===== config.mk =====
export PLATFORM = sky130hd
export DESIGN_NAME = bridge_ctrl_top
export DESIGN_NICKNAME = d
export VERILOG_FILES = /design/src/design/bridge_ctrl_pkg.sv /design/src/design/bridge_ctrl_top.sv /design/src/design/bridge_driver.sv /design/src/design/cmd_decoder.sv /design/src/design/fault_monitor.sv /design/src/design/input_filter.sv /design/src/design/soft_start.sv
export SDC_FILE = /design/constraint.sdc
export NUM_CORES = 1
export LEC_CHECK = 0
export BUFFER_PORTS_ARGS = -buffer_cell sky130_fd_sc_hd__buf_2
export CAP_MARGIN = 25
export CORE_MARGIN = 3
export CORE_UTILIZATION = 40
export DETAILED_ROUTE_END_ITERATION = 6
export GPL_ROUTABILITY_DRIVEN = 0
export GPL_TIMING_DRIVEN = 0
export PLACE_DENSITY = 0.55
export SLEW_MARGIN = 20
export SYNTH_ARGS = -nofsm -noshare
export SYNTH_HDL_FRONTEND = slang
export SYNTH_SLANG_ARGS = --single-unit

===== constraint.sdc =====
create_clock -name clk -period 3.75 [get_ports clk]
set_clock_uncertainty 0.2 [all_clocks]
set_input_delay 0.75 -clock clk [delete_from_list [all_inputs] [get_ports clk]]
set_output_delay 0.75 -clock clk [all_outputs]
set_load 0.03 [all_outputs]

===== src/design/bridge_ctrl_pkg.sv =====
`default_nettype none

package bridge_ctrl_pkg;

  typedef logic [2:0]  cmd_code_t;  // Bus command code
  typedef logic [3:0]  leg_t;       // One bit per bridge leg
  typedef logic [15:0] duty_t;      // PWM duty and counter

  localparam cmd_code_t CMD_PAUSE     = 3'd0;
  localparam cmd_code_t CMD_PLUS      = 3'd1;
  localparam cmd_code_t CMD_MINUS     = 3'd2;
  localparam cmd_code_t CMD_BALLAST_P = 3'd3;
  localparam cmd_code_t CMD_BALLAST_N = 3'd4;
  localparam cmd_code_t CMD_START     = 3'd5;
  localparam cmd_code_t CMD_SHUTDOWN  = 3'd6;
  localparam cmd_code_t CMD_DISCHARGE = 3'd7;

  localparam int RAMP_STEPS = 15;

  // Roughly doubling duty per step, last one fully on
  localparam duty_t RAMP_DUTY [RAMP_STEPS] = '{
    16'd5,    16'd11,   16'd23,    16'd46,    16'd90,
    16'd174,  16'd338,  16'd654,   16'd1264,  16'd2441,
    16'd4715, 16'd9105, 16'd17580, 16'd33943, 16'd65535
  };

  typedef struct packed {
    leg_t top;
    leg_t bot;
    logic plus;
    logic minus;
    logic pause_p;
    logic pause_n;
  } bridge_cmd_t;

  // Order is top, bot, plus, minus, pause_p, pause_n
  localparam bridge_cmd_t BRIDGE_PLUS      = '{4'b0001, 4'b0010, 1'b1, 1'b0, 1'b0, 1'b0};
  localparam bridge_cmd_t BRIDGE_MINUS     = '{4'b0010, 4'b0001, 1'b0, 1'b1, 1'b0, 1'b0};
  localparam bridge_cmd_t BRIDGE_BALLAST_P = '{4'b0100, 4'b1000, 1'b0, 1'b0, 1'b1, 1'b0};
  localparam bridge_cmd_t BRIDGE_BALLAST_N = '{4'b1000, 4'b0100, 1'b0, 1'b0, 1'b0, 1'b1};
  localparam bridge_cmd_t BRIDGE_OFF       = '{4'b0000, 4'b0000, 1'b0, 1'b0, 1'b0, 1'b0};

  typedef struct packed {
    leg_t err_dr;  // Driver fault per leg
    logic err_u;   // Overvoltage
    logic err_i;   // Overcurrent
    logic bt;      // Overtemperature
    logic stop_k;  // Emergency stop
  } fault_t;

  typedef enum logic [2:0] {
    IDLE,
    START_ARM,
    DISCH_0,
    DISCH_1,
    DISCH_2,
    FAULT
  } dec_state_t;

endpackage

`default_nettype wire


===== src/design/bridge_ctrl_top.sv =====
`timescale 1ns/100ps
`default_nettype none

module bridge_ctrl_top
  import bridge_ctrl_pkg::*;
#(
  parameter int FILTER_WIDTH = 8,
  parameter int WAITSTATES   = 4,
  parameter int STEP_CYCLES  = 49999999  // One second at 50 MHz
) (
  input  wire       clk,
  input  wire       rstn,
  input  wire       i_strobe,
  input  wire  cmd_code_t i_cmd,
  input  wire  leg_t i_err_dr_n,
  input  wire       i_err_u_n,
  input  wire       i_err_i_n,
  input  wire       i_bt_n,
  input  wire       i_stop_k_n,
  output leg_t      o_top,
  output leg_t      o_bot,
  output logic      o_plus,
  output logic      o_minus,
  output logic      o_pause_p,
  output logic      o_pause_n,
  output logic      o_fan,
  output logic      o_start,
  output logic      o_charge,
  output logic      o_ch,
  output logic      o_break,
  output logic      o_stop,
  output logic      o_avv,
  output logic      o_avi,
  output logic      o_td,
  output leg_t      o_erbd
);

  localparam int LANES = 1 + $bits(cmd_code_t) + $bits(fault_t);

  fault_t           faults_raw;
  fault_t           faults;
  cmd_code_t        cmd;
  logic             strobe;
  logic [LANES-1:0] clean;
  bridge_cmd_t      bridge_cmd;
  bridge_cmd_t      bridge;
  logic             bridge_load;
  logic             bridge_off;
  logic             busy;
  logic             start_req;
  logic             abort;
  logic             ramping;
  logic             ramp_done;
  logic             fault;

  // Fault pins are active low
  assign faults_raw = {~i_err_dr_n, ~i_err_u_n, ~i_err_i_n, ~i_bt_n, ~i_stop_k_n};

  input_filter #(.WIDTH(FILTER_WIDTH), .LANES(LANES)) filter_i (
    .clk(clk), .rstn(rstn), .i_raw({i_strobe, i_cmd, faults_raw}), .o_clean(clean)
  );

  assign {strobe, cmd, faults} = clean;

  cmd_decoder decoder_i (
    .clk(clk), .rstn(rstn), .i_strobe(strobe), .i_cmd(cmd), .i_busy(busy),
    .i_ramping(ramping), .i_ramp_done(ramp_done), .i_fault(fault),
    .o_bridge_cmd(bridge_cmd), .o_bridge_load(bridge_load), .o_bridge_off(bridge_off),
    .o_start_req(start_req), .o_abort(abort), .o_fan(o_fan)
  );

  bridge_driver #(.WAITSTATES(WAITSTATES)) driver_i (
    .clk(clk), .rstn(rstn), .i_cmd(bridge_cmd), .i_load(bridge_load), .i_off(bridge_off),
    .i_fault(fault), .o_bridge(bridge), .o_busy(busy)
  );

  soft_start #(.STEP_CYCLES(STEP_CYCLES)) soft_start_i (
    .clk(clk), .rstn(rstn), .i_start_req(start_req), .i_abort(abort), .i_fault(fault),
    .o_ramping(ramping), .o_ramp_done(ramp_done), .o_start(o_start),
    .o_charge(o_charge), .o_ch(o_ch)
  );

  fault_monitor fault_i (
    .clk(clk), .rstn(rstn), .i_faults(faults), .o_fault(fault), .o_stop(o_stop),
    .o_avv(o_avv), .o_avi(o_avi), .o_td(o_td), .o_erbd(o_erbd)
  );

  assign o_top     = bridge.top;
  assign o_bot     = bridge.bot;
  assign o_plus    = bridge.plus;
  assign o_minus   = bridge.minus;
  assign o_pause_p = bridge.pause_p;
  assign o_pause_n = bridge.pause_n;
  assign o_break   = fault;

endmodule

`default_nettype wire


===== src/design/bridge_driver.sv =====
`timescale 1ns/100ps
`default_nettype none

module bridge_driver
  import bridge_ctrl_pkg::*;
#(
  parameter int WAITSTATES = 4
) (
  input  wire         clk,
  input  wire         rstn,
  input  wire  bridge_cmd_t i_cmd,
  input  wire         i_load,
  input  wire         i_off,
  input  wire         i_fault,
  output bridge_cmd_t o_bridge,
  output logic        o_busy
);

  localparam int CNT_W = (WAITSTATES > 1) ? $clog2(WAITSTATES) : 1;

  typedef logic [CNT_W-1:0] dead_cnt_t;

  bridge_cmd_t next_q;  // Pattern waiting for dead time
  dead_cnt_t   cnt_q;
  logic        pend_q;

  always_ff @(posedge clk) begin
    if (i_load) begin
      next_q <= i_cmd;
    end
  end

  always_ff @(posedge clk or negedge rstn) begin
    if (!rstn) begin
      o_bridge <= BRIDGE_OFF;
      pend_q   <= 1'b0;
      cnt_q    <= '0;
    end else if (i_fault) begin
      o_bridge <= BRIDGE_OFF;
      pend_q   <= 1'b0;  // Pending load dropped
    end else if (i_load) begin
      o_bridge <= BRIDGE_OFF;  // Legs off first
      pend_q   <= 1'b1;
      cnt_q    <= dead_cnt_t'(WAITSTATES - 1);
    end else begin
      if (pend_q) begin
        if (cnt_q == '0) begin
          o_bridge <= next_q;  // Dead time over
          pend_q   <= 1'b0;
        end else begin
          cnt_q <= cnt_q - dead_cnt_t'(1);
        end
      end
      if (i_off) begin
        o_bridge <= BRIDGE_OFF;
      end
    end
  end

  assign o_busy = pend_q;

endmodule

`default_nettype wire


===== src/design/cmd_decoder.sv =====
`timescale 1ns/100ps
`default_nettype none

module cmd_decoder
  import bridge_ctrl_pkg::*;
(
  input  wire         clk,
  input  wire         rstn,
  input  wire         i_strobe,
  input  wire  cmd_code_t i_cmd,
  input  wire         i_busy,
  input  wire         i_ramping,
  input  wire         i_ramp_done,
  input  wire         i_fault,
  output bridge_cmd_t o_bridge_cmd,
  output logic        o_bridge_load,
  output logic        o_bridge_off,
  output logic        o_start_req,
  output logic        o_abort,
  output logic        o_fan
);

  dec_state_t state_q;
  logic       strobe_q;
  logic       ready_q;      // Device ready for bridge commands
  logic       strobe_fall;
  logic       accept_leg;

  assign strobe_fall = strobe_q & ~i_strobe;
  assign accept_leg  = ready_q & ~i_ramping;

  function automatic bridge_cmd_t pattern_of(input cmd_code_t code);
    case (code)
      CMD_PLUS:      return BRIDGE_PLUS;
      CMD_MINUS:     return BRIDGE_MINUS;
      CMD_BALLAST_P: return BRIDGE_BALLAST_P;
      CMD_BALLAST_N: return BRIDGE_BALLAST_N;
      default:       return BRIDGE_OFF;
    endcase
  endfunction

  always_ff @(posedge clk) begin
    if (strobe_fall) begin
      o_bridge_cmd <= pattern_of(i_cmd);
    end
  end

  always_ff @(posedge clk or negedge rstn) begin
    if (!rstn) begin
      state_q       <= IDLE;
      strobe_q      <= 1'b0;
      ready_q       <= 1'b0;
      o_fan         <= 1'b0;
      o_bridge_load <= 1'b0;
      o_bridge_off  <= 1'b0;
      o_start_req   <= 1'b0;
      o_abort       <= 1'b0;
    end else begin
      strobe_q      <= i_strobe;
      o_bridge_load <= 1'b0;
      o_bridge_off  <= 1'b0;
      o_start_req   <= 1'b0;
      o_abort       <= 1'b0;
      if (i_ramp_done) begin
        ready_q <= 1'b1;  // Charge finished
      end
      if (i_fault) begin
        state_q <= FAULT;  // Locked until reset
        o_fan   <= 1'b1;
        ready_q <= 1'b0;
      end else if (strobe_fall && !i_busy) begin
        case (state_q)
          IDLE: begin
            case (i_cmd)
              CMD_PAUSE: o_bridge_off <= ~i_ramping;
              CMD_PLUS, CMD_MINUS, CMD_BALLAST_P, CMD_BALLAST_N: begin
                o_bridge_load <= accept_leg;
              end
              CMD_START: state_q <= i_ramping ? IDLE : START_ARM;
              CMD_SHUTDOWN: begin
                o_bridge_off <= 1'b1;
                o_abort      <= 1'b1;
                o_fan        <= 1'b0;
                ready_q      <= 1'b0;
              end
              CMD_DISCHARGE: state_q <= i_ramping ? IDLE : DISCH_0;
            endcase
          end
          START_ARM: begin
            if (i_cmd == CMD_PAUSE) begin
              o_start_req  <= 1'b1;
              o_bridge_off <= 1'b1;  // Bridge off while charging
              o_fan        <= 1'b1;
            end
            state_q <= IDLE;
          end
          DISCH_0: state_q <= (i_cmd == CMD_PAUSE) ? DISCH_1 : IDLE;
          DISCH_1: state_q <= (i_cmd == CMD_DISCHARGE) ? DISCH_2 : IDLE;
          DISCH_2: begin
            if (i_cmd == CMD_PAUSE) begin
              ready_q <= 1'b1;  // Unlock complete
            end
            state_q <= IDLE;
          end
          default: state_q <= state_q;
        endcase
      end
    end
  end

endmodule

`default_nettype wire


===== src/design/fault_monitor.sv =====
`timescale 1ns/100ps
`default_nettype none

module fault_monitor
  import bridge_ctrl_pkg::*;
(
  input  wire    clk,
  input  wire    rstn,
  input  wire  fault_t i_faults,
  output logic   o_fault,
  output logic   o_stop,
  output logic   o_avv,
  output logic   o_avi,
  output logic   o_td,
  output leg_t   o_erbd
);

  always_ff @(posedge clk or negedge rstn) begin
    if (!rstn) begin
      o_fault <= 1'b0;
      o_stop  <= 1'b0;
      o_avv   <= 1'b0;
      o_avi   <= 1'b0;
      o_td    <= 1'b0;
      o_erbd  <= '0;
    end else begin
      o_fault <= o_fault | (|i_faults);  // Any lane locks the controller
      o_stop  <= o_stop | i_faults.stop_k;
      o_avv   <= o_avv | i_faults.err_u;
      o_avi   <= o_avi | i_faults.err_i;
      o_td    <= o_td | i_faults.bt;
      o_erbd  <= o_erbd | i_faults.err_dr;
    end
  end

endmodule

`default_nettype wire


===== src/design/input_filter.sv =====
`timescale 1ns/100ps
`default_nettype none

module input_filter #(
  parameter int WIDTH = 8,
  parameter int LANES = 12
) (
  input  wire              clk,
  input  wire              rstn,
  input  wire  [LANES-1:0] i_raw,
  output logic [LANES-1:0] o_clean
);

  logic [LANES-1:0] meta_q;  // First sync stage
  logic [LANES-1:0] sync_q;

  always_ff @(posedge clk or negedge rstn) begin
    if (!rstn) begin
      meta_q <= '0;
      sync_q <= '0;
    end else begin
      meta_q <= i_raw;
      sync_q <= meta_q;
    end
  end

  for (genvar i = 0; i < LANES; i++) begin : g_lane
    logic [WIDTH-1:0] hist_q;  // Last WIDTH samples, newest in bit 0

    always_ff @(posedge clk or negedge rstn) begin
      if (!rstn) begin
        hist_q     <= '0;
        o_clean[i] <= 1'b0;
      end else begin
        hist_q <= {hist_q[WIDTH-2:0], sync_q[i]};
        if (&hist_q) begin
          o_clean[i] <= 1'b1;  // Stable high
        end else if (~|hist_q) begin
          o_clean[i] <= 1'b0;  // Stable low
        end
      end
    end
  end

endmodule

`default_nettype wire


===== src/design/soft_start.sv =====
`timescale 1ns/100ps
`default_nettype none

module soft_start
  import bridge_ctrl_pkg::*;
#(
  parameter int STEP_CYCLES = 49999999
) (
  input  wire  clk,
  input  wire  rstn,
  input  wire  i_start_req,
  input  wire  i_abort,
  input  wire  i_fault,
  output logic o_ramping,
  output logic o_ramp_done,
  output logic o_start,
  output logic o_charge,
  output logic o_ch
);

  localparam int TMR_W = (STEP_CYCLES > 0) ? $clog2(STEP_CYCLES + 1) : 1;

  typedef logic [TMR_W-1:0] step_tmr_t;
  typedef logic [3:0]       step_idx_t;

  step_tmr_t tmr_q;
  step_idx_t idx_q;       // 0 to 14 ramp steps, 15 final wait
  duty_t     duty_q;
  duty_t     pwm_q;       // Free-running PWM counter
  logic      final_step;

  assign final_step = (idx_q == step_idx_t'(RAMP_STEPS));

  always_ff @(posedge clk or negedge rstn) begin
    if (!rstn) begin
      pwm_q <= '0;
    end else begin
      pwm_q <= pwm_q + duty_t'(1);
    end
  end

  always_ff @(posedge clk or negedge rstn) begin
    if (!rstn) begin
      o_ramping   <= 1'b0;
      o_ramp_done <= 1'b0;
      o_start     <= 1'b0;
      o_charge    <= 1'b0;
      duty_q      <= '0;
      tmr_q       <= '0;
      idx_q       <= '0;
    end else begin
      o_ramp_done <= 1'b0;
      if (i_fault || i_abort) begin
        o_ramping <= 1'b0;
        o_start   <= 1'b0;
        o_charge  <= 1'b0;
        duty_q    <= '0;
      end else if (i_start_req) begin
        o_ramping <= 1'b1;
        o_start   <= 1'b0;
        o_charge  <= 1'b1;
        idx_q     <= '0;
        duty_q    <= RAMP_DUTY[0];
        tmr_q     <= step_tmr_t'(STEP_CYCLES);
      end else if (o_ramping) begin
        if (tmr_q != '0) begin
          tmr_q <= tmr_q - step_tmr_t'(1);
        end else if (final_step) begin
          o_ramping   <= 1'b0;
          o_charge    <= 1'b0;  // Charge switch off, device ready
          duty_q      <= '0;
          o_ramp_done <= 1'b1;
        end else begin
          idx_q <= idx_q + step_idx_t'(1);
          tmr_q <= step_tmr_t'(STEP_CYCLES);
          if (idx_q == step_idx_t'(RAMP_STEPS - 1)) begin
            o_start <= 1'b1;  // Ramp complete, duty held at full
          end else begin
            duty_q <= RAMP_DUTY[idx_q + step_idx_t'(1)];
          end
        end
      end
    end
  end

  assign o_ch = o_charge & ((pwm_q < duty_q) | (&duty_q));

endmodule

`default_nettype wire


After elaboration in Yosys (flattened, before gate mapping)
Memories as Yosys holds them, arrays and structs flattened.
Index checks and enable logic that the tools add are counted.
- bits in registers: 256
- input bits: 14
- word-level logic and storage cells: 293
- memories: 1
- bits in read-only memories: 256
- memories (memory ; words ; width ; rd ports ; clocked after Yosys merged registers in ; write ports ; RTL line ; text):
    (name not given) ; 16 ; 16 ; 1 ; 0 ; 0 ; soft_start.sv:79 ; duty_q <= RAMP_DUTY[idx_q + step_idx_t'(1)];
- order comparisons: 2
- add/subtract/negate cells: 4
- reductions and logical operators: 54
- equal/unequal tests: 35
- multiplexer cells: 109
- bitwise logic cells: 20
- operators by type and width (operator ; count):
    2-to-1 mux 16 bit ; 8
    2-to-1 mux 26 bit ; 4
    OR reduction 8 bit ; 13
    AND reduction 8 bit ; 12
    2-to-1 mux 1 bit ; 73
    2-to-1 mux 12 bit ; 5
    case mux 12 bit (4 select lines) ; 1
    nonzero test 26 bit ; 1
    subtractor 26 x 1 -> 26 bit, second input constant ; 1
    inequality test 2 x 1 -> 1 bit, second input constant ; 12
    adder 16 x 1 -> 16 bit, second input constant ; 1
    less-than comparator 16 bit ; 1
    2-to-1 mux 4 bit ; 4
    AND reduction 16 bit ; 1
    == test 3 bit, second input constant ; 5
    AND reduction 3 bit ; 5
    == test 3 x 2 -> 1 bit, second input constant ; 4
    case mux 3 bit (4 select lines) ; 1
    AND reduction 4 bit ; 3
    nonzero test 3 bit ; 4
    2-to-1 mux 2 bit ; 5
    2-to-1 mux 3 bit ; 3
    == test 4 bit, second input constant ; 2
    inequality test 4 x 2 -> 1 bit, second input constant ; 2
    27 further kinds ; 53

Depth between registers and ports, before layout
Gate-level depths: netlist of the first run.
- depth in word-level cells: 11
- gate-level depth with buffers: 9
- mapped depth without buffers: 8

Cells and area by module
Synthesis of the first run repeated with hierarchy kept, for this count alone.
- cells, all modules: 834
- area total of the unflattened synthesis: 10089.7 µm²
- modules (own cells, without submodules) (module ; area an instance (µm²) ; cells an instance ; times used):
    soft_start ; 4206.5 ; 445 ; 1
    input_filter ; 3753.6 ; 204 ; 1
    bridge_driver ; 1029.7 ; 80 ; 1
    cmd_decoder ; 774.5 ; 76 ; 1
    fault_monitor ; 295.3 ; 21 ; 1
    bridge_ctrl_top ; 30.0 ; 8 ; 1

Worst setup path before layout of the first run
OpenSTA, ideal clock, no wires.
- kind: reg-to-output
- start point: register soft_start_i.pwm_q[1]
- end point: output o_ch
- required time: 2.800 ns
- buffers on the path: 0
- slack: 0.981 ns
- arrival: 1.819 ns
- cell stages (with the launch flop): 6
- cells stage by stage: dfrtp_1 -> ha_1 -> a2111oi_0 -> o31ai_1 -> a2111oi_0 -> a41o_1
- longest elaborated chain between the ends: 3
- RTL lines (element ; RTL line ; text):
    from (decl) ; soft_start.sv:29 ; duty_t pwm_q;
    from (signal assigned) ; soft_start.sv:38 ; pwm_q <= pwm_q + duty_t'(1);
    less-than comparator 16 bit ; soft_start.sv:86 ; assign o_ch = o_charge & ((pwm_q < duty_q) | (&duty_q));
    OR 1 bit ; soft_start.sv:86 ;
    bitwise AND 1 bit ; soft_start.sv:86 ;
    to (decl) ; bridge_ctrl_top.sv:29 ; output logic o_ch,
No other way between the ends.

Worst setup path in the final report of the first run
Ends and elaborated chain as after synthesis.

==> results.ini, run 1 <==
[outcome]
status=finished, final reports clean

[global_route]
grt_pass1_wl_um=30500
antenna_found_initial=0
grt_max_degree=103
grtUsageTotal_pct=14.0
grt_pass1_vias=6049
overflow=0

[synth]
yosys.area_share.adder_pct=3.74
ys.flop_type=dfrtp_1
yosysTopAreaCell=dfrtp_1
synth_xor_area_share_pct=2.15
synth_top_area_share_pct=59.8
synth.distinct_cells=65
syn_inst=788
synth.net_count=830
synth_top_family_by_area=simple AND/OR/NAND/NOR gates
yosysWarnings=0
ys_async_sr_fraction_pct=96.6
synthTopCellsByArea=dfrtp_1, ha_1, edfxtp_1
synth_compound_area_share_pct=10.1
ys_ff_latch=232
synthMuxAreaShare_pct=2.28
yosys.area_share.simple_pct=15.8
synth_area_um2=9370
yosysSeqAreaShare_pct=62.4
synth_edf_count=8
synth.avg_cell_area_um2=11.9

[clock_tree]
ctsLongestPathBuffers=3
ctsResizeCount=0
clock_latency_ns=0.54
cts_tree=done
path_clk_slew_ns=0.06
cts_buffers=25
cts.sinks=232
post_cts_buffers=0
root_buffer=clkbuf_16
h-tree-depth=1

[pwr]
seqPwrFrac_pct=49.6
p_leak_nw=4.63
power.share.switching_pct=21.4
power_density_nw_per_um2=488
internal_power_mw=4.18
clkPwrFrac_pct=47.3
pwr-share-comb_pct=3.1
p_sw_mw=1.14
irDropWorstVdd_mv=0.362
finalPower_mw=5.31

[worst_hold_path]
hold_path.class=input port to flip-flop
hold_end=filter_i.meta_q[9]
holdCritStartpoint=i_cmd[1]
worstHoldPathCells=1

[final_layout]
most-common-layout-cells=dfrtp_1, nor2_1, inv_1, nand3_1, nand2_1
diodes=0
design_area_um2=10900
flow.area_growth_from_synthesis_pct=16.1
nets=898
drive_gt1_share_pct=14.3
final_common_cell=dfrtp_1

[routing]
drt_iter0_drc=387
ant_nets=0
vias=6095
vias_per_cell=5.14
detail_route.first_pass.iterations=4
drcViolationCount=0
wirelength_um=17500
wl_per_cell_um=14.8

[placement]
place_area_um2=10000
post-dp-hpwl_um=11700
io_buffers=38
pre_cts_slack_ns=0.506

[sta]
finalWorstSetupSlack_ns=0.266
slew_violations=0
hold_violations=0
rsz0062_at_grt=no
slew_headroom_pct=46.5
max_freq_ghz=0.287
tightestPinTransition_ns=0.796
fin_hold_ws_ns=0.117
setup_viol=0
min_period_ns=3.48
finalCritPeriodShare_pct=92.9

[critical_path]
r2r_slack_ns=0.47
r2r_start=soft_start_i.idx_q[1]
crit_fanout=4
crit_path_end_kind=output port
r2r_cells=7
worstSetupStartpointType=flip-flop
critPathKind=flip-flop to output port
cp_data_required_time_ns=2.80
reg2reg_to=soft_start_i.tmr_q[21]
cp_data_arrival_time_ns=2.53

[floorplan]
start_util_pct=41.0
ioPinCount=39
row_count=55
die_area_um2=25300
die_height_um=159
core_um2=22800
die_x_um=159

[run]
drv_cap=0

-- worst max-delay path by stage --
stage	start	end	slack (ns)	cells past startpoint
after floorplan	soft_start_i.pwm_q[1]	o_ch	0.98	5
after global placement	rstn	filter_i.meta_q[7]	-2.19	1
after detailed placement	soft_start_i.idx_q[1]	soft_start_i.tmr_q[21]	0.51	7
after CTS	soft_start_i.pwm_q[1]	o_ch	0.20	6
after global routing	soft_start_i.pwm_q[1]	o_ch	0.12	6
final	soft_start_i.pwm_q[1]	o_ch	0.27	6
-- Yosys cell counts, types with 4 or more instances --
master    instances
o31ai_1           9
mux2i_1           9
nand3_1          43
clkbuf_1         18
or2_2            13
or4_1            18
a21oi_1          35
o21ai_0          34
buf_4             8
o211ai_1          5
or3_1            17
ha_1             28
nor2_1           47
nand4_1          28
nor2b_1           7
and3_1            4
xor2_1           10
xnor2_1          13
o41ai_1          17
nand2_1          42
nor3b_1           4
o21a_1            8
dfrtp_1         224
edfxtp_1          8
inv_1            43
mux2_2            7
nand2b_1          6
nor4_1           11
nor3_1           12
-- power groups by stage --
stage	sequential (mW)	combinational [mW]	clock (mW)
floorplan	2.67	0.0866	0
global placement	2.68	0.159	0
detailed placement	2.68	0.168	0
CTS	2.63	0.170	2.61
global route	2.64	0.189	2.71
finish	2.63	0.166	2.51
-- cell families after synthesis --
family / Yosys count
simple gates: 269
mux: 19
fa+ha+maj: 28
xor+xnor: 23
buf+inv: 76
compound gates: 141
flops: 232
-- cell type report --
class	count	area [um2]
fillers	2104	12000
flip-flops and latches	232	5850
multi-input cells	480	3190
clock buffers	34	709
well taps	313	392
repair buffers	41	265
plain buffers	33	180
inverters	43	161
clock inverters	10	143
-- worst max-delay path, stage by stage (launching register included) --
cell	delay, ns
dfrtp_1	0.42
ha_1	0.31
a2111oi_0	0.38
o31ai_1	0.15
a2111oi_0	0.43
a41o_1	0.14
buf_2	0.20
-- what timing repair did --
item / 4_1_cts / 5_1_grt
endpoints found under the hold margin: 26 / 0
hold buffers: 1 / 0
endpoints found under the setup margin: 0 / 0
-- per-stage QoR --
stage	utilization, %	cells	TNS (ns)
after CTS	47.6	1186	0
after detailed placement	43.9	1141	0
after global routing	47.6	1186	0
after floorplan	-	788	0
final	47.6	1186	0
after global placement	43.6	1139	-484.22
-- sequential cells by signal, indices dropped and copies added (netlist names), 12 cells and up --
register                count
soft_start_i.duty_q        16
soft_start_i.pwm_q         16
filter_i.g_lane.hist_q     96
filter_i.meta_q            12
soft_start_i.tmr_q         26
filter_i.sync_q            12
filter_i.o_clean           12
-- layer usage --
metal / vias to the layer above / GRT usage (%) / share of wire, %
met3: 23 / 2.58 / 4.0
met2: 116 / 22.0 / 45
li1: 2986 / - / -
met5: - / 0 / 0
met1: 2970 / 20.3 / 48
met4: 0 / 3.62 / 2.2
Note: power is estimated with default switching activity, not from simulation.
==> run 2, diff against run 1 <==
- CORE_MARGIN: 3 -> not set
- CTS_CLUSTER_SIZE: not set -> 12
==> results.ini, run 2 (synthesis results as in run 1) <==
[run]
drv_cap=0

[global_route]
antenna_found_initial=0
grt_max_degree=100
grt_pass1_wl_um=29700
grt_pass1_vias=5865
overflow=0
grtUsageTotal_pct=15.1

[pwr]
power_density_nw_per_um2=485
finalPower_mw=5.28
irDropWorstVdd_mv=0.405
p_leak_nw=4.62

[critical_path]
cp_data_required_time_ns=2.80
cp_data_arrival_time_ns=2.58
r2r_cells=7
r2r_slack_ns=0.64
crit_path_end_kind=output port
critPathKind=flip-flop to output port
crit_fanout=4
worstSetupStartpointType=flip-flop
critPathMostFrequentCell=a2111oi_1
crit_chain=ha_1, a2111oi_1, o31ai_1, a2111oi_1, a41o_1, buf_2
max_stage_delay_ns=0.43
slowest_stage=dfrtp_1
reg2reg_to=soft_start_i.tmr_q[21]
r2r_start=soft_start_i.idx_q[1]

[worst_hold_path]
hold_path.class=input port to flip-flop
hold_end=filter_i.meta_q[9]
worstHoldPathCells=1
holdCritStartpoint=i_cmd[1]

[clock_tree]
root_buffer=clkbuf_16
ctsLongestPathBuffers=3
cts_buffers=26
path_clk_slew_ns=0.06
cts_tree=done
clock_latency_ns=0.54
cts.sinks=232
h-tree-depth=1

[final_layout]
flow.area_growth_from_synthesis_pct=16.1
diodes=0
top_regs=filter_i.g_lane.hist_q: 96 flops, soft_start_i.tmr_q: 26 flops
nets=899
drive_gt1_share_pct=13.9
most-common-layout-cells=dfrtp_1, nor2_1, inv_1, nand3_1, nand2_1
top_register=filter_i.g_lane.hist_q
design_area_um2=10900
largest_reg_flops=96
final_common_cell=dfrtp_1
utilization_pct=47.8
final_cells=1188

[routing]
wirelength_um=17300
vias=6115
vias_per_cell=5.15
drcViolationCount=0
drt_iter0_drc=308
wl_per_cell_um=14.5
ant_nets=0
detail_route.first_pass.iterations=5

[floorplan]
die_x_um=155
die_height_um=155
start_util_pct=41.2
core_um2=22800
ioPinCount=39
row_count=55
die_area_um2=24100

[sta]
min_period_ns=3.53
finalSetupTns_ns=0
finalWorstSetupSlack_ns=0.221
setup_viol=0
finalCritPeriodShare_pct=94.1
slew_headroom_pct=51.5
rsz0062_at_grt=no
tightestPinTransition_ns=0.723
slew_violations=0
fin_hold_ws_ns=0.122
max_freq_ghz=0.283
hold_violations=0

[placement]
dpl.cell_count=1141
place_area_um2=10000
post-dp-hpwl_um=11600
pre_cts_slack_ns=0.585
io_buffers=38

[outcome]
status=finished, final reports clean

run 2: changes by cell type in the layout (fill, tap and decap cells not counted), sizes merged:
cell	previous run	this run
bufinv	3	2
clkinvlp	1	2
inv	44	43
clkinv	5	6
clkbuf	52	54
run 2: how the worst max path moves through the flow:
stage / from / to / slack [ns]
3_5_place_dp: soft_start_i.idx_q[1] / soft_start_i.tmr_q[21] / 0.58
6_report: soft_start_i.pwm_q[1] / o_ch / 0.22
3_3_place_gp: rstn / filter_i.meta_q[7] / -2.20
5_1_grt: soft_start_i.pwm_q[1] / o_ch / 0.01
2_1_floorplan: soft_start_i.pwm_q[1] / o_ch / 0.98
4_1_cts: soft_start_i.pwm_q[1] / o_ch / 0.13
run 2: critical path: cells and delay by family (launching register included):
kind / cells / cell delay [ns]
buffers and inverters: 1 / 0.19
DFF: 1 / 0.43
AOI/OAI and AO/OA: 4 / 1.10
adders and majority gates: 1 / 0.31
run 2: routing by layer:
metal  vias up  share of wire (%)  track usage [%]
met1      2985                 49             22.0
met3        28                3.4             2.17
met4         0                2.6             5.00
li1       3000                  -                -
met5         -                  0                0
met2       102                 45             23.3
run 2: what timing repair did:
| action | CTS | global route |
|---|---|---|
| endpoints found under the setup margin | 0 | 1 |
| hold endpoints to repair | 28 | 0 |
| hold buffers | 1 | 0 |
| resized for setup | 0 | 2 |
| setup buffers | 0 | 0 |
run 2: area by class of cell:
class / instances / area [um2]
Buffer: 33 / 180
Timing Repair Buffer: 41 / 265
Tap cell: 313 / 392
Multi-Input combinational cell: 480 / 3190
Clock buffer: 36 / 718
Clock inverter: 10 / 128
Inverter: 43 / 161
Fill cell: 2092 / 11900
Sequential cell: 232 / 5850
run 2: report_power, final:
| part | switching (mW) | internal, mW |
|---|---|---|
| combinational | 0.111 | 0.0549 |
| sequential | 0.0457 | 2.59 |
| clock | 0.998 | 1.48 |
